## src/cam_pkg.sv

```systemverilog
package cam_pkg;

	// ----------------------------------------
	// image window and frame buffer
	localparam int IMG_W    = 16;
	localparam int IMG_H    = 8;
	localparam int IMG_X    = 2;	// window offset, display coords
	localparam int IMG_Y    = 1;
	localparam int FB_DEPTH = IMG_W * IMG_H;
	localparam int FB_AW    = 7;
	localparam int COL_W    = $clog2(IMG_W + 1);	// room for the clip value
	localparam int ROW_W    = $clog2(IMG_H + 1);

	// ----------------------------------------
	// display timing, syncs active low
	localparam int H_ACTIVE = 24;
	localparam int H_FP     = 2;
	localparam int H_SYNC   = 4;
	localparam int H_BP     = 2;
	localparam int H_TOTAL  = H_ACTIVE + H_FP + H_SYNC + H_BP;
	localparam int H_CW     = $clog2(H_TOTAL);
	localparam int V_ACTIVE = 12;
	localparam int V_FP     = 1;
	localparam int V_SYNC   = 2;
	localparam int V_BP     = 1;
	localparam int V_TOTAL  = V_ACTIVE + V_FP + V_SYNC + V_BP;
	localparam int V_CW     = $clog2(V_TOTAL);

	// ----------------------------------------
	// sccb
	localparam int         SCCB_DIV   = 4;	// clk per quarter scl period
	localparam int         SCCB_DW    = $clog2(SCCB_DIV);
	localparam logic [7:0] SCCB_ID    = 8'h60;
	localparam int         SCCB_BITS  = 27;	// 3 x (8 data + 1 released)
	localparam int         SLOT_W     = $clog2(SCCB_BITS + 2);
	localparam int         INIT_COUNT = 4;
	localparam int         ENTRY_W    = $clog2(INIT_COUNT);

	// {register address, data}
	localparam logic [15:0] INIT_TABLE [INIT_COUNT] = '{
		16'hff01,	// sensor bank
		16'h1280,	// soft reset
		16'hff00,	// dsp bank
		16'hda08	// image mode rgb565
	};

	typedef union packed {
		logic [15:0] raw;	// sensor order, high byte first
		struct packed {
			logic [4:0] r;
			logic [5:0] g;
			logic [4:0] b;
		} rgb;
	} pix565_u;

endpackage
```

## src/frame_buffer.sv

```systemverilog
`timescale 1ns/100ps
module frame_buffer (
	input  logic                      clk,
	input  logic                      wr_en,
	input  logic [cam_pkg::FB_AW-1:0] wr_addr,
	input  cam_pkg::pix565_u          wr_data,
	input  logic                      rd_en,
	input  logic [cam_pkg::FB_AW-1:0] rd_addr,
	output cam_pkg::pix565_u          rd_data
);
	import cam_pkg::*;

	logic [15:0] mem [FB_DEPTH];

	// camera side
	always_ff @(posedge clk) begin
		if (wr_en)
			mem[wr_addr] <= wr_data.raw;
	end

	// display side, holds when idle
	always_ff @(posedge clk) begin
		if (rd_en)
			rd_data.raw <= mem[rd_addr];
	end

endmodule

```

## config.mk

```make
export PLATFORM = sky130hd
export DESIGN_NAME = frame_buffer
export DESIGN_NICKNAME = d
export VERILOG_FILES = /design/src/cam_pkg.sv /design/src/frame_buffer.sv
export SDC_FILE = /design/constraint.sdc
export NUM_CORES = 2
export LEC_CHECK = 0
export ABC_AREA = 0
export BUFFER_PORTS_ARGS = -buffer_cell sky130_fd_sc_hd__buf_2
export CORE_UTILIZATION = 40
export CTS_CLUSTER_DIAMETER = 150
export CTS_CLUSTER_SIZE = 30
export DETAILED_ROUTE_END_ITERATION = 8
export PLACE_DENSITY = 0.59
export SYNTH_ARGS = -nofsm -noshare
export SYNTH_HDL_FRONTEND = slang
export SYNTH_SLANG_ARGS = --single-unit
```

## constraint.sdc

```tcl
create_clock -name clk -period 3.9 [get_ports clk]
set_clock_uncertainty 0.2 [all_clocks]
set_input_delay 0.195 -clock clk [delete_from_list [all_inputs] [get_ports clk]]
set_output_delay 0.195 -clock clk [all_outputs]
set_load 0.01 [all_outputs]
```

==> out/qor.yml <==
status:
  status: "completed"
pwr:
  p_per_area_nw_per_um2: 428
  power.total_uw: 37200
  power.leakage_uw: 0.0260
  ir_worst_vdd_v: 0.000284
floorplan:
  die_h_um: 446
  die_area_um2: 198000
  ioPinCount: 49
  die_w_um: 446
  coreArea_um2: 195000
  placementRows: 162
  start_util: 0.403
worst_setup_path:
  cp.required_ps: 4180
  endpoint_kind: "register"
  crit_buf_inv: 0
  path_common_cell: "mux4_2"
  worstPathArrival_ps: 3170
  critical_path_class: "register to register"
  slowest_stage: "mux4_2"
  cp_slowest_stage_delay_ps: 640
  r2r_slack_ps: 1010
  crit_fanout: 1
  cp_cell_sequence: "mux4_2 > mux4_2 > mux4_2 > mux2_2"
  cp_top_family: "multiplexers"
  cp-start-kind: "register"
clock_tree:
  cts_num_sinks: 2064
  numCtsBuffers: 78
  cts_resized: 0
  clk_pin_slew_ps: 120
  clockBufferDepth: 3
  cts_tree: "yes"
  clockRootBuffer: "clkbuf_16"
  ctsHtreeMaxLevel: 3
  clk_latency_ps: 750
sta:
  period_needed_ps: 2890
  fmax_ghz: 0.346
  rsz0062_at_grt: "no"
  tightest_slew_ps: 1200
  setup_viol: 0
  tns_ps: 0
  drv_slew: 0
  hold_violations: 0
  period_share: 0.741
  slew_headroom: 0.200
logic_synthesis:
  yosys.area.top_type: "edfxtp_1"
  synthAdderAreaFrac: 0
  ys_seq_area_frac: 0.788
  yosys.cell_types.count: 16
  synth_warnings: 0
  yosysMostFrequentCell: "edfxtp_1"
  synth_top_cells_by_count: "edfxtp_1, mux4_2, nor2_1"
  synthArstFlopShare: 0
  synth-seq-cells: 2064
  synth_xor_area_frac: 0
  netlist_area_um2: 78700
  synth_top_family_by_area: "multiplexers"
  synthTopCellsByArea: "edfxtp_1, mux4_2, nor2_1, clkbuf_1, buf_2"
  ys.flop_type: "edfxtp_1"
  synthMuxAreaShare: 0.195
  yosys.area_share.simple: 0.00886
  synth_compound_area_frac: 0
  synth_nets: 3119
  syn-instance-count: 3086
  synth_top_cell_area_share: 0.788
  synth_edf_count: 2064
  postSynthAreaPerCell_um2: 25.5
cells_and_area:
  area_growth_syn_to_layout_pct: 10.3
  nets: 3380
  post-route-util: 0.445
  register_area_um2: 62000
  drive_gt1_frac: 0.356
  multi_input_area_um2: 16300
  fillCellCount: 16100
  fin_cells: 5982
global_route:
  grt_max_degree: 100
  grt_pass1_wl_um: 274000
  antenna_found_initial: 31
  grt_use_total: 0.197
  grt.overflow.total: 0
  grt_pass1_vias: 34400
placed_design:
  dp_cells: 5873
  dp_hpwl_um: 118000
  portBuffers: 48
  place_congestion: 0.833
detailed_routing:
  ant_nets: 0
  num_vias: 34600
  wire_per_inst_um: 32.5
  drc: 0
  drt_iter0_markers: 4572
  viasPerCell: 5.78
  first_pass_iters: 5
  totalWireLength_um: 194000
hold_path:
  hold_class: "input pin to register"
flow_run:
  max-cap-violations: 0
cell families after synthesis:
group                  after synthesis
DFF                               2064
muxes                              688
and+or+nand+nor                    170
buffers and inverters              164
sequential cells by signal, indices dropped and copies added, names as in the netlist:
| name | flops |
|---|---|
| mem | 2048 |
| rd_data | 16 |
path summary, 6_finish.rpt:
check                                             end  cells after the start             startpoint
worst max-delay path            rd_data[14]$_DFFE_PP_                      4  mem[21][14]$_DFFE_PP_
worst min-delay path            mem[82][14]$_DFFE_PP_                      4             wr_addr[1]
worst max register to register  rd_data[14]$_DFFE_PP_                      4  mem[21][14]$_DFFE_PP_
worst min register to register   rd_data[3]$_DFFE_PP_                      4  mem[106][3]$_DFFE_PP_
metrics by stage:
stage               hold WS (ps)  setup WS, ps  area (um^2)
CTS                         41.0           995        86800
detailed placement           433           337        84500
finish                      99.6          1010        86800
global route                 105           966        86800
floorplan                   93.9           871        78700
global placement             431           326        84500
cell usage in the layout, fill, tap and decap left out, types with 5 or more instances in the layout:
cell,synthesis,routed
mux2_2,16,16
dlygate4sd3_1,0,18
edfxtp_1,2064,2064
buf_4,1,253
nor2b_1,7,7
nor3_2,0,9
clkbuf_16,0,83
diode_2,0,5
nand2_1,14,14
buf_12,0,42
buf_2,52,28
nor2_1,122,39
nand3_1,12,12
mux4_2,672,672
nor2_2,0,83
routing by layer:
| metal | share of wire | vias up | track usage |
|---|---|---|---|
| met1 | 0.42 | 19400 | 0.283 |
| li1 | - | 13800 | - |
| met2 | 0.50 | 1182 | 0.325 |
| met5 | 0.000062 | - | 0 |
| met3 | 0.064 | 170 | 0.0248 |
| met4 | 0.019 | 2 | 0.0423 |
worst min-delay path: stages:
cell and delay, ps:
buf_2 170, nand2b_1 190, nor3_2 50, buf_4 240
repair_timing:
item / CTS / global route
hold buffers: 18 / 0
hold endpoints to repair: 856 / 0
setup endpoints to repair: 0 / 0
setup buffers: 0 / 0
final cells by class:
class / instances / area share
clock inverters: 3 / 0.000476
repair buffers: 345 / 0.0359
well taps: 2624 / 0.0378
flip-flops and latches: 2064 / 0.714
multi-input cells: 858 / 0.187
clock buffers: 83 / 0.0239
diodes: 5 / 0.000144
report_power, final:
group | leakage [uW] | switching [uW] | total, uW | internal [uW]
Sequential | 0.0186 | 53.7 | 24500 | 24500
Combinational | 0.00637 | 1400 | 2390 | 987
Clock | 0.00104 | 6370 | 10200 | 3860
Total | 0.0260 | 7820 | 37200 | 29300
Note: power is estimated with default switching activity, not from simulation.
