==> src/cam_pkg.sv <==
package cam_pkg;

	// ----------------------------------------
	// image window and frame buffer
	localparam int IMG_W    = 16;
	localparam int IMG_H    = 8;
	localparam int IMG_X    = 2;	// window offset, display coords
	localparam int IMG_Y    = 1;
	localparam int FB_DEPTH = IMG_W * IMG_H;
	localparam int FB_AW    = 7;
	localparam int COL_W    = $clog2(IMG_W + 1);	// room for the clip value
	localparam int ROW_W    = $clog2(IMG_H + 1);

	// ----------------------------------------
	// display timing, syncs active low
	localparam int H_ACTIVE = 24;
	localparam int H_FP     = 2;
	localparam int H_SYNC   = 4;
	localparam int H_BP     = 2;
	localparam int H_TOTAL  = H_ACTIVE + H_FP + H_SYNC + H_BP;
	localparam int H_CW     = $clog2(H_TOTAL);
	localparam int V_ACTIVE = 12;
	localparam int V_FP     = 1;
	localparam int V_SYNC   = 2;
	localparam int V_BP     = 1;
	localparam int V_TOTAL  = V_ACTIVE + V_FP + V_SYNC + V_BP;
	localparam int V_CW     = $clog2(V_TOTAL);

	// ----------------------------------------
	// sccb
	localparam int         SCCB_DIV   = 4;	// clk per quarter scl period
	localparam int         SCCB_DW    = $clog2(SCCB_DIV);
	localparam logic [7:0] SCCB_ID    = 8'h60;
	localparam int         SCCB_BITS  = 27;	// 3 x (8 data + 1 released)
	localparam int         SLOT_W     = $clog2(SCCB_BITS + 2);
	localparam int         INIT_COUNT = 4;
	localparam int         ENTRY_W    = $clog2(INIT_COUNT);

	// {register address, data}
	localparam logic [15:0] INIT_TABLE [INIT_COUNT] = '{
		16'hff01,	// sensor bank
		16'h1280,	// soft reset
		16'hff00,	// dsp bank
		16'hda08	// image mode rgb565
	};

	typedef union packed {
		logic [15:0] raw;	// sensor order, high byte first
		struct packed {
			logic [4:0] r;
			logic [5:0] g;
			logic [4:0] b;
		} rgb;
	} pix565_u;

endpackage
==> src/dvp_capture.sv <==
`timescale 1ns/100ps
module dvp_capture (
	input  logic                      clk,
	input  logic                      reset,
	input  logic                      ready,
	input  logic                      cam_pclk,
	input  logic                      cam_href,
	input  logic                      cam_vsync,
	input  logic [7:0]                cam_data,
	output logic                      wr_en,
	output logic [cam_pkg::FB_AW-1:0] wr_addr,
	output cam_pkg::pix565_u          wr_data
);
	import cam_pkg::*;

	logic             pclk_q;
	logic             href_q;
	logic             vsync_q;
	logic             pclk_rise;
	logic             href_fall;
	logic             vsync_rise;
	logic             take;	// byte strobe
	logic             armed;
	logic             lo_phase;	// next byte is the low half
	logic [COL_W-1:0] col;
	logic [ROW_W-1:0] row;
	logic             in_window;

	assign pclk_rise  = !pclk_q && cam_pclk;
	assign href_fall  = href_q && !cam_href;
	assign vsync_rise = !vsync_q && cam_vsync;
	assign take       = pclk_rise && cam_href;
	assign in_window  = (col < COL_W'(IMG_W)) && (row < ROW_W'(IMG_H));

	always_ff @(posedge clk) begin
		if (reset) begin
			pclk_q   <= 1'b0;
			href_q   <= 1'b0;
			vsync_q  <= 1'b0;
			armed    <= 1'b0;
			lo_phase <= 1'b0;
			col      <= '0;
			row      <= '0;
			wr_en    <= 1'b0;
		end else begin
			pclk_q  <= cam_pclk;
			href_q  <= cam_href;
			vsync_q <= cam_vsync;
			wr_en   <= 1'b0;
			if (ready && vsync_rise)
				armed <= 1'b1;	// first full frame after init
			if (vsync_rise) begin
				col      <= '0;
				row      <= '0;
				lo_phase <= 1'b0;
			end else if (armed) begin
				if (href_fall) begin
					col      <= '0;
					lo_phase <= 1'b0;
					if (row < ROW_W'(IMG_H))
						row <= row + 1'b1;
				end else if (take) begin
					lo_phase <= !lo_phase;
					if (lo_phase) begin
						wr_en <= in_window;	// clip outside image size
						if (col < COL_W'(IMG_W))
							col <= col + 1'b1;
					end
				end
			end
		end
	end

	// pixel assembly
	always_ff @(posedge clk) begin
		if (take) begin
			if (lo_phase) begin
				wr_data.raw[7:0] <= cam_data;
				wr_addr          <= FB_AW'(row * IMG_W + col);
			end else begin
				wr_data.raw[15:8] <= cam_data;
			end
		end
	end

endmodule

==> config.mk <==
export PLATFORM = sky130hd
export DESIGN_NAME = dvp_capture
export DESIGN_NICKNAME = d
export VERILOG_FILES = /design/src/cam_pkg.sv /design/src/dvp_capture.sv
export SDC_FILE = /design/constraint.sdc
export NUM_CORES = 1
export LEC_CHECK = 0
export BUFFER_PORTS_ARGS = -buffer_cell sky130_fd_sc_hd__buf_2
export CAP_MARGIN = 30
export CELL_PAD_IN_SITES_DETAIL_PLACEMENT = 1
export CELL_PAD_IN_SITES_GLOBAL_PLACEMENT = 2
export CORE_ASPECT_RATIO = 1.5
export CORE_UTILIZATION = 38
export CTS_BUF_LIST = sky130_fd_sc_hd__clkbuf_8
export DETAILED_ROUTE_END_ITERATION = 8
export HOLD_SLACK_MARGIN = 0.12
export PLACE_DENSITY = 0.93
export SYNTH_ARGS = -nofsm -noshare
export SYNTH_HDL_FRONTEND = slang
export SYNTH_SLANG_ARGS = --single-unit
==> constraint.sdc <==
create_clock -name clk -period 2.5 [get_ports clk]
set_clock_uncertainty 0.2 [all_clocks]
set_input_delay 0.25 -clock clk [delete_from_list [all_inputs] [get_ports clk]]
set_output_delay 0.25 -clock clk [all_outputs]
set_load 0.01 [all_outputs]
==> reports/metrics.cfg, run 1 <==
[timing]
setup_viol=0
fin_crit_ps=1990
tns_ps=0
timing.fmax_ghz=0.502
rsz0062_at_grt=no
slew_viol_final=0
post-route-period-util_pct=79.6
slew_headroom_pct=54.9
finalHoldViolCount=0
tightestPinTransition_ps=676

[placement]
io_buffer_count=37
place.gp.congestion=0.705
hpwl_um=1890
dp.cells=173

[clock_tree]
htree_levels=2
cts_made_buffers=5
cts_buffer_depth=2
clockRootBuffer=clkbuf_8
clk_pin_slew_ps=70
clkLatencyLatePin_ps=290
clock-sinks=38
cts_resized=0
cts_tree=built

[critical_path]
endpoint=wr_addr[5]
cp-start-kind=input pin
rrSetupSlack_ps=760
r2r-start=pclk_q
arrival_ps=1710
reg2reg_depth=2
regToRegEndpoint=wr_addr[5]
cp_top_family=simple AND/OR/NAND/NOR gates
cp_num_cells=4
critPathBufInv=2
crit_slowest_cell=and3_1
criticalPathCategory=in -> reg
max_stage_delay_ps=610
required_ps=2220
path_max_fanout=16
cp_cell_sequence=dlygate4sd3_1 > buf_2 > and2b_1 > and3_1
cp-startpoint=cam_pclk
endpoint_kind=register

[routing]
first_iter_violations=2
antenna_left=0
vias_per_cell=4.87
via_count=945
drt_pass1_iterations=2
routedWlPerCell_um=13.9
drt-total-wl_um=2700
drcViolationCount=0

[logic_synthesis]
synthesis.nets=113
ys_seq_area_share_pct=71.4
ys_types=29
syn_inst=95
synth_area_um2=1390
synth_edf_count=23
async_flop_share_pct=0
syn_area_per_cell_um2=14.6
ys_ff_latch=38
ys.warnings.count=0
synth_ff_type=edfxtp_1

[power]
power.leakage_nw=0.758
power_mw=1.12
p_per_area_nw_per_um2=611
vdd_drop_max_uv=443

[floorplanning]
fp.dieArea_um2=3900
die_h_um=76.0
core_area_um2=3450
start_util_pct=40.2
rows=26
ios=38
fp.dieW_um=51.3

[global_route]
grt_pass1_vias=1043
grt_pass1_wl_um=4390
track_usage_pct=15.8
antenna_found_initial=0
globalRouteOverflowTotal=0
grt_max_degree=17

[hold_path]
hold_path_depth=4
min-delay-path-class=in -> reg
worstHoldStart=cam_vsync

[final_layout]
layout.cells.non_filler=194
final_net_count=169
area_growth_pct=32.1
final_cell_mix=37 x buf_2, 23 x edfxtp_1, 15 x dfxtp_1
mostFrequentLayoutCell=buf_2
num_antenna_cells=0
fillers=380
drive_gt1_share_pct=34.2

[run_status]
status=complete, no violations

[flow_run]
drv_cap=0

-- worst reg2reg max path: cells and delay by family, from the launching register on --
| kind | cells | cell delay [ps] |
|---|---|---|
| AND/OR/NAND/NOR | 2 | 850 |
| flip-flops | 1 | 320 |
-- how the worst min path moves through the flow --
stage / slack (ps) / endpoint
after floorplan: 120 / href_q
after global placement: 250 / wr_data[15]
after detailed placement: 250 / wr_data[15]
after CTS: 180 / armed
after global routing: 240 / armed
final: 170 / armed
-- cells in the mapped netlist (2+ instances only) --
cell,number,area [um2]
a21oi_1,4,20.0
dfxtp_1,15,300
edfxtp_1,23,691
ha_1,4,50.1
mux2_2,2,22.5
nand2_1,5,18.8
nand2b_1,2,12.5
nor2_1,11,41.3
nor2b_1,5,31.3
nor3_2,2,20.0
o21ai_0,2,10.0
xnor2_1,2,17.5
xor2_1,2,17.5
-- registers in the layout, indices dropped and copies added (netlist names) --
signal	flops
href_q	1
wr_en	1
wr_addr	7
col	5
armed	1
row	4
wr_data	16
lo_phase	1
vsync_q	1
pclk_q	1
-- stage by stage --
stage	util (%)	hold WS [ps]	instance area, um2	setup slack [ps]
2_1_floorplan	-	122	1390	944
3_5_place_dp	47.0	248	1620	733
4_1_cts	53.2	178	1830	502
3_3_place_gp	47.0	247	1620	787
5_1_grt	53.2	243	1830	424
6_report	53.2	173	1830	509
-- layout make-up --
cell class | count | area [um2] | share of cell area (%)
clock inverter | 3 | 13.8 | 0.751
sequential | 38 | 991 | 54.1
timing repair buffer | 50 | 315 | 17.2
clock buffer | 5 | 68.8 | 3.75
tap | 42 | 52.6 | 2.87
multi-input combinational | 55 | 388 | 21.2
inverter | 1 | 3.75 | 0.205
-- cell families (layout without fill, tap and decap cells) --
kind of cell	after synthesis	after routing	share of synthesized area [%]
mux	3	3	2.43
simple gates	35	35	15.5
fa+ha+maj	4	4	3.61
compound gates	9	9	3.88
flops	38	38	71.4
xor+xnor	4	4	2.53
buf+inv	2	59	0.631
-- per-layer routing --
| metal | wire, um | global-route usage [%] | up-vias |
|---|---|---|---|
| met2 | 1450 | 28.3 | 44 |
| met1 | 962 | 13.4 | 441 |
| met5 | 0 | 0 | - |
| met3 | 172 | 5.59 | 9 |
| li1 | - | - | 451 |
| met4 | 118 | 11.9 | 0 |
-- report_power, final --
| part | switching, mW | leakage [nW] | internal (mW) |
|---|---|---|---|
| clock network | 0.193 | 0.0491 | 0.189 |
| registers | 0.00559 | 0.330 | 0.672 |
| logic | 0.0277 | 0.379 | 0.0317 |
-- timing repair --
action                                  4_1_cts  5_1_grt
endpoints found under the hold margin        22        0
buffers inserted                              0        0
hold buffers                                 13        0
endpoints found under the setup margin        0        0
Note: power is estimated with default switching activity, not from simulation.
==> inputs of run 2 (changes only) <==
CORE_UTILIZATION = 32   (was 38)
PLACE_DENSITY = 0.84   (was 0.93)
clock period = 1.8 ns   (was 2.5 ns; I/O delays follow)
==> run 2 against run 1 <==
Against the previous run: first-iteration DRC count grew to 8.5 times the previous value; final area up 5.1%; register-to-register slack got worse by 470 ps; combinational power rose by 48%; clock power increased by 130%; largest cell class unchanged; global-route usage decreased by 1.9 points; flip-flop and latch count unchanged; routed wire length up 8.9%; critical path type unchanged; cell count increased by 3.6%; highest routed layer unchanged; non-clock buffer count up 3; hold slack gained 120 ps.
==> reports/metrics.cfg, run 2 (synthesis gave the netlist of run 1 again) <==
[timing]
hold_slack_ps=290  ; +116 ps
finalHoldViolCount=0  ; unchanged
slew_viol_final=0  ; unchanged
slew_headroom_pct=75.9  ; +21 points
post-route-period-util_pct=92.9
fin_crit_ps=1670
rsz0062_at_grt=no
tightestPinTransition_ps=362  ; -314 ps
timing.fmax_ghz=0.598
setup_viol=0  ; unchanged
tns_ps=0  ; unchanged

[floorplanning]
core_area_um2=4210  ; +22%
fp.dieW_um=55.8  ; +8.6%
ios=38  ; unchanged
die_h_um=82.7  ; +8.7%
rows=29  ; +12%
fp.dieArea_um2=4610  ; +18%
start_util_pct=33.0  ; -7.3 points

[clock_tree]
clock-sinks=38  ; unchanged
cts_made_buffers=5  ; unchanged
cts_buffer_depth=2  ; unchanged
clk_pin_slew_ps=80  ; about the same
cts_tree=built
clockRootBuffer=clkbuf_8
htree_levels=2  ; unchanged
cts_setup_buffers=0  ; unchanged
clkLatencyLatePin_ps=290  ; about the same

[critical_path]
required_ps=1790  ; -430 ps
endpoint_kind=register
arrival_ps=1660  ; -50 ps
reg2reg_depth=5  ; +3
regToRegEndpoint=col[2]
max_stage_delay_ps=520  ; -90 ps
cp_top_family=buffers and inverters
cp-start-kind=input pin
crit_slowest_cell=dlygate4sd3_1
r2r-start=col[0]
cp_cell_sequence=dlygate4sd3_1 > buf_2 > and2b_1 > and3_1 > buf_4 > a21oi_1 > nor2_1
rrSetupSlack_ps=290  ; -470 ps
criticalPathCategory=in -> reg
critPathBufInv=3  ; +1
path_max_fanout=16  ; unchanged
cp-startpoint=cam_pclk

[placement]
place.gp.congestion=0.747  ; +5.9%
post_dp_cell_area_um2=1640  ; +1.2%
hpwl_um=2080  ; +10%
io_buffer_count=37  ; unchanged

[final_layout]
final_cell_mix=37 x buf_2, 23 x edfxtp_1, 15 x dfxtp_1
fillers=458  ; +21%
final_net_count=172  ; +1.8%
drive_gt1_share_pct=36.1  ; +1.9 points
mostFrequentLayoutCell=buf_2
largest_reg_flops=16  ; unchanged
num_antenna_cells=0  ; unchanged
design_area_um2=1930  ; +5.1%
area_growth_pct=38.8
finish.utilization_pct=45.7  ; -7.4 points

[power]
p_per_area_nw_per_um2=996  ; +63%
power_mw=1.92  ; +71%
power.leakage_nw=0.794  ; +4.7%
vdd_drop_max_uv=622  ; +40%

[global_route]
globalRouteOverflowTotal=0  ; unchanged
grt_pass1_wl_um=4660  ; +6.3%
antenna_found_initial=0  ; unchanged
grt_pass1_vias=953  ; -8.6%
track_usage_pct=13.9  ; -1.9 points
grt_max_degree=17  ; unchanged

[hold_path]
min-delay-path-class=reg -> reg
hold_path_depth=0  ; -4
hold_end=wr_addr[3]
worstHoldStart=col[3]

[routing]
routedWlPerCell_um=14.7  ; +5.2%
via_count=935  ; -1.1%
vias_per_cell=4.65  ; -4.5%
antenna_left=0  ; unchanged
first_iter_violations=17  ; +15
drt_pass1_iterations=4  ; +2
drt-total-wl_um=2950  ; +8.9%
drcViolationCount=0  ; unchanged

[run_status]
status=complete, no violations

[flow_run]
drv_cap=0  ; unchanged

==> run 2: cell count changes in the layout (fill, tap and decap cells not counted) <==
cell           delta
clkbuf_8          +1
nor2_2            +1
nor2_1            -1
clkinv_2          -2
dlygate4sd3_1     +1
inv_1             -1
buf_4             +2
bufinv_16         +2
==> run 2: metal layers <==
layer,GRT usage [%],share of wire [%],wire [um],vias to the layer above
met5,0,0,0,-
met4,8.25,2.2,66,0
met3,3.43,5.1,149,5
met2,26.3,55,1620,33
met1,13.9,38,1110,438
li1,-,-,-,459
==> run 2: cell type report <==
cell class	instances	area [um2]	area share (%)
well taps	46	57.6	2.99
multi-input cells	55	390	20.3
flip-flops and latches	38	991	51.5
clock inverters	2	60.1	3.12
inverters	1	3.75	0.195
clock buffers	6	82.6	4.29
repair buffers	53	340	17.7
==> run 2: repair_timing <==
action,4_1_cts,5_1_grt
setup endpoints to repair,0,1
hold buffers,14,0
resized for setup,0,1
hold endpoints to repair,22,0
==> run 2: through the flow <==
step,cells,worst slack [ps]
after floorplan,95,244
after global placement,179,338
after detailed placement,179,301
after CTS,201,123
after global routing,201,25.4
final,201,128
==> run 2: worst max path at each step <==
stage,to,cells after the start
after floorplan,wr_addr[0],2
after global placement,col[2],5
after detailed placement,col[0],4
after CTS,col[4],7
after global routing,col[0],6
final,col[4],7
==> run 2: power breakdown <==
part           total, mW  leakage, nW  internal [mW]  switching [mW]
Sequential         0.940        0.330          0.933         0.00755
Clock              0.890       0.0714          0.591           0.299
Combinational     0.0881        0.392         0.0481          0.0400
