File: src/cam_pkg.sv
package cam_pkg;

	// ----------------------------------------
	// image window and frame buffer
	localparam int IMG_W    = 16;
	localparam int IMG_H    = 8;
	localparam int IMG_X    = 2;	// window offset, display coords
	localparam int IMG_Y    = 1;
	localparam int FB_DEPTH = IMG_W * IMG_H;
	localparam int FB_AW    = 7;
	localparam int COL_W    = $clog2(IMG_W + 1);	// room for the clip value
	localparam int ROW_W    = $clog2(IMG_H + 1);

	// ----------------------------------------
	// display timing, syncs active low
	localparam int H_ACTIVE = 24;
	localparam int H_FP     = 2;
	localparam int H_SYNC   = 4;
	localparam int H_BP     = 2;
	localparam int H_TOTAL  = H_ACTIVE + H_FP + H_SYNC + H_BP;
	localparam int H_CW     = $clog2(H_TOTAL);
	localparam int V_ACTIVE = 12;
	localparam int V_FP     = 1;
	localparam int V_SYNC   = 2;
	localparam int V_BP     = 1;
	localparam int V_TOTAL  = V_ACTIVE + V_FP + V_SYNC + V_BP;
	localparam int V_CW     = $clog2(V_TOTAL);

	// ----------------------------------------
	// sccb
	localparam int         SCCB_DIV   = 4;	// clk per quarter scl period
	localparam int         SCCB_DW    = $clog2(SCCB_DIV);
	localparam logic [7:0] SCCB_ID    = 8'h60;
	localparam int         SCCB_BITS  = 27;	// 3 x (8 data + 1 released)
	localparam int         SLOT_W     = $clog2(SCCB_BITS + 2);
	localparam int         INIT_COUNT = 4;
	localparam int         ENTRY_W    = $clog2(INIT_COUNT);

	// {register address, data}
	localparam logic [15:0] INIT_TABLE [INIT_COUNT] = '{
		16'hff01,	// sensor bank
		16'h1280,	// soft reset
		16'hff00,	// dsp bank
		16'hda08	// image mode rgb565
	};

	typedef union packed {
		logic [15:0] raw;	// sensor order, high byte first
		struct packed {
			logic [4:0] r;
			logic [5:0] g;
			logic [4:0] b;
		} rgb;
	} pix565_u;

endpackage
File: src/video_out.sv
`timescale 1ns/100ps
module video_out (
	input  logic             clk,
	input  logic             reset,
	input  logic             hsync,
	input  logic             vsync,
	input  logic             de,
	input  logic             rd_en,
	input  cam_pkg::pix565_u rd_data,
	output logic             vga_hsync,
	output logic             vga_vsync,
	output logic             vga_de,
	output logic [7:0]       vga_r,
	output logic [7:0]       vga_g,
	output logic [7:0]       vga_b
);
	logic hs_d;
	logic vs_d;
	logic de_d;
	logic rd_en_d;

	// ----------------------------------------
	// control delay to meet ram read data, then output stage
	always_ff @(posedge clk) begin
		if (reset) begin
			hs_d      <= 1'b1;
			vs_d      <= 1'b1;
			de_d      <= 1'b0;
			rd_en_d   <= 1'b0;
			vga_hsync <= 1'b1;
			vga_vsync <= 1'b1;
			vga_de    <= 1'b0;
		end else begin
			hs_d      <= hsync;
			vs_d      <= vsync;
			de_d      <= de;
			rd_en_d   <= rd_en;
			vga_hsync <= hs_d;
			vga_vsync <= vs_d;
			vga_de    <= de_d;
		end
	end

	// rgb565 -> rgb888, msbs replicated
	always_ff @(posedge clk) begin
		vga_r <= rd_en_d ? {rd_data.rgb.r, rd_data.rgb.r[4:2]} : 8'h00;
		vga_g <= rd_en_d ? {rd_data.rgb.g, rd_data.rgb.g[5:4]} : 8'h00;
		vga_b <= rd_en_d ? {rd_data.rgb.b, rd_data.rgb.b[4:2]} : 8'h00;	// black off window
	end

endmodule

File: config.mk
export PLATFORM = sky130hd
export DESIGN_NAME = video_out
export DESIGN_NICKNAME = d
export VERILOG_FILES = /design/src/cam_pkg.sv /design/src/video_out.sv
export SDC_FILE = /design/constraint.sdc
export NUM_CORES = 1
export LEC_CHECK = 0
export CORE_AREA = 3 3 40 42
export DETAILED_ROUTE_END_ITERATION = 8
export DIE_AREA = 0 0 43 45
export DONT_BUFFER_PORTS = 1
export HOLD_SLACK_MARGIN = 0.15
export PLACE_DENSITY = 0.67
export SLEW_MARGIN = 10
export SYNTH_ARGS = -nofsm -noshare
export SYNTH_HDL_FRONTEND = slang
export SYNTH_SLANG_ARGS = --single-unit
File: constraint.sdc
create_clock -name clk -period 1.7 [get_ports clk]
set_input_delay 0.34 -clock clk [delete_from_list [all_inputs] [get_ports clk]]
set_output_delay 0.34 -clock clk [all_outputs]
set_load 0.03 [all_outputs]
==> run metrics, run 1 <==
DR WL/cell=13.45 µm; Yosys cell types=7; critical path required time=1.36 ns; Residual DRC=0; area delta synth->final=9.239%; Clk pwr share=26.1%; worst hold path class=in2reg; LEAKAGE=0.3113 nW; period utilization=78.54%; syn_area_per_cell=12.56 µm²; largest net degree at the start of global routing=17; post-CTS setup buffers=0; hold_ws=0.1648 ns; Max Root-Sink Buffers=2; DRT Wirelength=995 µm; initial antenna violation count=0; Ys Warns=0; outcome=completed; critical path arrival=1.00 ns; placed cells=61; RSZ-0062 raised after global routing=false; I/O pin count=49; width of the die=43 µm; Cell Rows=13; CP Max Fanout=2; n_diodes=0; initial core utilization=53.75%; Placement Setup Slack=0.6891 ns; Clk Latency, worst-skew pair=0.29 ns; Setup Skew=0.001425 ns; TritonCTS Sinks=23; fin nets=82; sequential area share after synthesis=66.67%; sw frac=23.89%; Max Freq=0.7490 GHz; Tmin final=1.335 ns; htree depth=1; count of state elements after synthesis=23; CTS tree=built; Critical Path Source Type=flip-flop; cells after synthesis=55; Rel. slew slack=61.65%; Syn Nets=77; Synth Cell Area=690.7 µm²; Pint=680.2 µW; PwrDens=1185 nW/µm²; TritonRoute pass-1 iters=2; maximum VDD drop=0.5429 mV; setup TNS=0 ns; vias in the first global route=307; initial drt markers=1; Seq pwr share=70.0%; full die area=1935 µm²; CTS Buf Count=3; Least-Margin Pin Slew=0.5744 ns; GR Util All Layers=10.46%; gpl congestion=0.5706; endpoints failing setup=0; vias per inst=4.622; WS Path Type=reg2out; Non-Filler Instances=74; CP endpoint kind=primary output; final count of pins violating max slew=0; MaxCap Viol Count=0; P_sw=213.5 µW; GRT overflow=0; Comb pwr share=3.9%; first-pass GRT wire length=1400 µm; Die Height=45 µm; final hold viol count=0; via count=342; port bufs=0; core area=1285 µm²; antenna-violating nets left=0; Reg clk slew, reported paths=0.11 ns; share of layout cells above drive strength 1=32.20%; root buf cell=clkbuf_4; final worst slack=0.3648 ns; Pwr Total=893.7 µW
path summary, 6_finish.rpt:
check	end	from	depth (start not counted)	slack, ns
min	vga_g[3]	rd_data[6]	1	0.16
min reg2reg	vga_vsync	vs_d	1	0.43
max reg2reg	vga_g[6]	rd_en_d	1	0.92
max	vga_r[5]	vga_r[5]	0	0.36
synth_stat cells:
cell	number	share of area, %
or2_2	4	3.6
dfxtp_1	23	67
nor2b_1	3	2.7
buf_4	8	8.7
and2_1	4	3.6
buf_6	1	1.6
and2_2	12	13
power groups by stage:
stage	Combinational, mW	Sequential, mW	Clock (mW)
after floorplan	0.0461	0.619	0
after global placement	0.0173	0.639	0
after detailed placement	0.0181	0.640	0
after CTS	0.0246	0.627	0.244
after global routing	0.0385	0.630	0.270
final	0.0350	0.626	0.233
per-stage QoR:
stage | utilization, % | area [µm²]
after floorplan | - | 690.7
after global placement | 49.66 | 638.1
after detailed placement | 49.66 | 638.1
after CTS | 54.04 | 694.4
after global routing | 58.71 | 754.5
final | 58.71 | 754.5
per-layer routing:
layer  global-route usage (%)  vias up  share of wire [%]
met5                        0        -                  0
met1                    8.772      150                 31
met4                    9.036        0                1.2
met3                    7.171        2                 15
li1                         -      164                  -
met2                    16.77       26                 53
cells in the final DEF (no fill, tap or decap), drive strengths merged:
master,netlist,routed
and2,16,16
clkbuf,0,4
dfxtp,23,23
dlygate4sd3,0,9
nor2b,3,3
or2,4,4
registers in the layout, indices dropped and copies added (netlist names):
name,count
de_d,1
vga_g,6
vga_b,5
vga_hsync,1
vs_d,1
vga_r,5
vga_de,1
vga_vsync,1
rd_en_d,1
hs_d,1
final cells by class:
type	count	area, µm²
Fill cell	111	530.5
Sequential cell	23	460.4
Multi-Input combinational cell	23	158.9
Timing Repair Buffer	9	90.09
Clock buffer	4	26.28
Tap cell	15	18.77
kinds of logic after synthesis:
family | count (synthesis) | share of synthesized area [%]
flip-flops | 23 | 66.67
AND/OR/NAND/NOR | 23 | 23.01
buffers and inverters | 9 | 10.33
repair_timing:
action                                 in CTS  in global routing
endpoints found under the hold margin       7                  6
resized for setup                           0                  0
hold buffers                                3                  6
Note: power is estimated with default switching activity, not from simulation.
==> inputs of run 2 (changes only) <==
ABC_AREA = 1   (was unset)
CORE_AREA = unset   (was 3 3 40 42)
CORE_MARGIN = 3   (was unset)
CORE_UTILIZATION = 51   (was unset)
DIE_AREA = unset   (was 0 0 43 45)
PLACE_DENSITY = 0.69   (was 0.67)
clock period = 1.2 ns   (was 1.7 ns; I/O delays follow)
==> run metrics, run 2 <==
Cell Rows=13; Slowest-stage cell, CP=dfxtp_1; Die Height=44.11 µm; largest register by flop count=vga_g; syn_area_per_cell=9.259 µm²; PwrDens=1357 nW/µm²; CP max stage delay=0.33 ns; Reg clk slew, reported paths=0.11 ns; Critical Path Source=vga_b[5]; port bufs=0; Rel. slew slack=79.53%; synth top area cells=dfxtp_1 62%, inv_1 12%, buf_4 8.1%; TritonRoute pass-1 iters=4; most common cell after layout, fill and taps aside=inv_1; critical-path cell list=buf_4; hold_buf cts=21; most numerous cell in the Yosys netlist=inv_1; LEAKAGE=0.5705 nW; worst-case reg-to-reg path depth=3; MaxCap Viol Count=0; fin nets=128; WHS Path Cells=2; Pint=999.4 µW; setup TNS=0 ns; crit path buf inv count=1; I/O pin count=49; count of state elements after synthesis=23; core area=1334 µm²; CTS Buf Count=3; main flop type after synthesis=dfxtp_1; Max Freq=0.9327 GHz; gpl congestion=0.5673; Clk Latency, worst-skew pair=0.29 ns; hold path start=hs_d; number of gates resized after CTS=0; Least-Margin Pin Slew=0.3067 ns; Max Root-Sink Buffers=2; FFs w/ async S/R, synth=0%; final hold viol count=0; Seq pwr share=62.9%; maximum VDD drop=0.7857 mV; n_diodes=0; sequential area share after synthesis=62.16%; Syn Nets=102; Tmin final=1.072 ns; share of layout cells above drive strength 1=17.14%; GR Util All Layers=14.25%; area share of the largest cell type after synthesis=62.16%; largest net degree at the start of global routing=17; EDFF count, synth=0; antenna-violating nets left=0; DR WL/cell=10.52 µm; CP endpoint kind=primary output; RR Endpoint=vga_g[5]; Ys Warns=0; DRT Wirelength=1262 µm; Yosys cell types=8; cells after synthesis=80; Synth Cell Area=740.7 µm²; Worst R2R Start=rd_en_d; worst hold path class=reg2reg; GRT overflow=0; CP Max Fanout=2; sw frac=24.84%; htree depth=1; top flop regs=vga_g (6), vga_b (5), vga_r (5); WS Path Type=reg2out; via count=511; CTS tree=built; first-pass GRT wire length=2001 µm; hold path endpoint=vga_hsync; outcome=completed; critical path arrival=0.83 ns; commonest cells in the netlist=24 x inv_1, 23 x dfxtp_1, 15 x nand2_1; width of the die=44.11 µm; Setup Skew=0.001125 ns; R2R setup slack=0.48 ns; endpoints failing setup=0; RSZ-0062 raised after global routing=false; period utilization=89.35%; area delta synth->final=32.26%; max reg flops=6; root buf cell=clkbuf_4; Critical Path Source Type=flip-flop; TritonCTS Sinks=23; vias in the first global route=498; vias per inst=4.258; full die area=1946 µm²; Residual DRC=0; final count of pins violating max slew=0; post-CTS setup buffers=0; Pwr Total=1.330 mW; delay-heaviest family, CP=flip-flops; critical path required time=0.96 ns; biggest area consumer among synthesized cells=dfxtp_1; initial core utilization=55.53%; P_sw=330.2 µW; Clk pwr share=25.0%; initial drt markers=2; initial antenna violation count=0; Comb pwr share=12.1%; post-DP HPWL=786.1 µm; most frequent cells in the layout=24 x inv_1, 23 x dfxtp_1, 21 x dlygate4sd3_1, 15 x nand2_1, 10 x buf_4
==> run 2: worst max-delay path by stage <==
stage | to | slack [ns] | cells after the start
2_1_floorplan | vga_b[5] | 0.26 | 1
3_3_place_gp | vga_r[1] | 0.47 | 1
3_5_place_dp | vga_b[0] | 0.44 | 1
4_1_cts | vga_b[0] | 0.1 | 1
5_1_grt | vga_r[1] | 0.06 | 1
6_report | vga_b[0] | 0.13 | 1
==> run 2: cells by family (layout without fill, tap and decap cells) <==
group / Yosys count / in the layout / synth area share (%)
buf+inv: 34 / 59 / 24.49
flops: 23 / 23 / 62.16
simple gates: 23 / 23 / 13.34
==> run 2: through the flow <==
step / hold WS (ns) / instance area (µm²) / instances / util [%] / worst slack (ns)
after floorplan: 0.3112 / 740.7 / 80 / - / 0.2604
after global placement: 0.3128 / 743.2 / 95 / 55.72 / 0.4699
after detailed placement: 0.3135 / 743.2 / 95 / 55.72 / 0.4436
after CTS: 0.4198 / 979.7 / 120 / 73.45 / 0.09736
after global routing: 0.4272 / 979.7 / 120 / 73.45 / 0.06345
final: 0.4169 / 979.7 / 120 / 73.45 / 0.1278
==> run 2: area by class of cell <==
class | count | area (µm²)
Sequential cell | 23 | 460.4
Fill cell | 106 | 354.1
Timing Repair Buffer | 31 | 285.3
Multi-Input combinational cell | 23 | 98.84
Inverter | 24 | 90.09
Clock buffer | 4 | 26.28
Tap cell | 15 | 18.77
==> run 2: per-layer routing <==
metal  global-route usage, %  routed length, µm  vias up
met5                       0                  0        -
met4                   7.229                 12        0
met3                   2.846                101        2
met2                   28.78                726       25
met1                   12.91                422      228
li1                        -                  -      256
==> run 2: power by group through the flow <==
stage                     clock [mW]  combinational [mW]  sequential [mW]
final                          0.332               0.161            0.836
after global routing           0.385               0.176            0.840
after CTS                      0.346               0.161            0.837
after detailed placement           0               0.104            0.855
after global placement             0               0.101            0.853
after floorplan                    0              0.0784            0.875
==> inputs of run 3 (changes only) <==
==> constraint.sdc (replaced) <==
create_clock -name clk -period 1.2 [get_ports clk]
set_input_delay 0 -clock clk [delete_from_list [all_inputs] [get_ports clk]]
set_output_delay 0 -clock clk [all_outputs]
set_load 0.03 [all_outputs]
==> run metrics, run 3 (synthesized netlist as in run 2, its figures left out) <==
critical path arrival=1.00 ns; outcome=completed; Seq pwr share=66.8%; most frequent cells in the layout=24 x inv_1, 23 x dfxtp_1, 21 x dlygate4sd3_1, 15 x nand2_1, 5 x nand2_2; number of gates resized after CTS=0; post-CTS setup buffers=0; CP endpoint kind=primary output; antenna-violating nets left=0; fin nets=121; setup TNS=0 ns; Critical Path Source Type=flip-flop; root buf cell=clkbuf_4; gpl congestion=0.5689; full die area=1946 µm²; GR Util All Layers=13.45%; PwrDens=1415 nW/µm²; htree depth=1; Least-Margin Pin Slew=0.5772 ns; DRT Wirelength=1186 µm; Die Height=44.11 µm; vias in the first global route=456; area delta synth->final=25.34%; RSZ-0062 raised after global routing=false; most common cell after layout, fill and taps aside=inv_1; top routing layer in use=met3; endpoints failing setup=0; Setup Skew=0.0007603 ns; DR WL/cell=10.50 µm; GRT overflow=0; final count of pins violating max slew=0; largest register by flop count=vga_g; Cell Rows=13; Rel. slew slack=61.47%; via count=472; CTS Buf Count=3; Comb pwr share=8.1%; first-pass GRT wire length=1890 µm; Max Root-Sink Buffers=2; MaxCap Viol Count=0; worst-case reg-to-reg path depth=3; share of layout cells above drive strength 1=12.24%; critical path required time=1.20 ns; LEAKAGE=0.5361 nW; TritonCTS Sinks=23; CTS tree=built; period utilization=83.52%; post-DP HPWL=721.3 µm; initial drt markers=13; top flop regs=vga_g (6), vga_b (5), vga_r (5); hold_ws=0.3342 ns; metal3 WL=103 µm; Tmin final=1.002 ns; final hold viol count=0; initial antenna violation count=0; max reg flops=6; wl on met1=405 µm; core area=1334 µm²; Pint=982.9 µW; hold_buf cts=21; WS Path Type=reg2out; P_sw=330.9 µW; maximum VDD drop=0.9866 mV; WL met2=678 µm; Max Freq=0.9977 GHz; Levels on crit path=0; sw frac=25.19%; width of the die=44.11 µm; Clk Latency, worst-skew pair=0.30 ns; n_diodes=0; I/O pin count=49; TritonRoute pass-1 iters=4; port bufs=0; WHS Path Cells=3; initial core utilization=55.53%; CP Max Fanout=2; largest net degree at the start of global routing=17; Clk pwr share=25.2%; Residual DRC=0; Fillers=105; worst hold path class=in2reg; Reg clk slew, reported paths=0.11 ns; vias per inst=4.177
run 3: cell count changes in the layout (fill, tap and decap cells not counted), sizes merged:
cell    before  now
clkbuf       4    3
clkinv       0    1
buf         10    3
run 3: worst paths after layout:
path | startpoint | slack [ns] | endpoint
setup reg to reg | rd_en_d | 0.51 | vga_r[4]
setup / recovery | vga_r[2] | 0.20 | vga_r[2]
hold reg to reg | de_d | 0.41 | vga_de
hold / removal | vsync | 0.33 | vs_d
run 3: power groups by stage:
stage / Clock, mW / Combinational, mW / Sequential, mW
final: 0.331 / 0.106 / 0.877
after global routing: 0.380 / 0.118 / 0.881
after CTS: 0.351 / 0.106 / 0.878
after detailed placement: 0 / 0.0477 / 0.895
after global placement: 0 / 0.0460 / 0.895
after floorplan: 0 / 0.0784 / 0.875
run 3: layout make-up:
cell class | count | area, µm² | share of cell area [%]
Clock buffer | 3 | 22.52 | 2.426
Clock inverter | 1 | 5.005 | 0.5391
Inverter | 24 | 90.09 | 9.704
Multi-Input combinational cell | 23 | 98.84 | 10.65
Sequential cell | 23 | 460.4 | 49.60
Tap cell | 15 | 18.77 | 2.022
Timing Repair Buffer | 24 | 232.7 | 25.07
run 3: metal layers:
layer,track usage (%),up-vias
met5,0,-
met4,3.614,0
met3,6.504,0
met2,25.00,25
met1,13.03,206
li1,-,241
run 3: worst reg2reg max path, delay by kind of cell, from the launching register on:
family                 cells  cell delay [ns]
buffers and inverters      2             0.25
and+or+nand+nor            1             0.07
DFF                        1             0.32
run 3: metrics by stage:
| stage | worst slack (ns) | power (mW) | utilization, % | area [µm²] | instances |
|---|---|---|---|---|---|
| finish | 0.1977 | 1.314 | 69.61 | 928.4 | 113 |
| global route | 0.1437 | 1.379 | 69.61 | 928.4 | 113 |
| CTS | 0.1811 | 1.334 | 69.61 | 928.4 | 113 |
| detailed placement | 0.5183 | 0.9431 | 51.78 | 690.7 | 88 |
| global placement | 0.5225 | 0.9405 | 51.78 | 690.7 | 88 |
| floorplan | 0.4820 | 0.9539 | - | 740.7 | 80 |
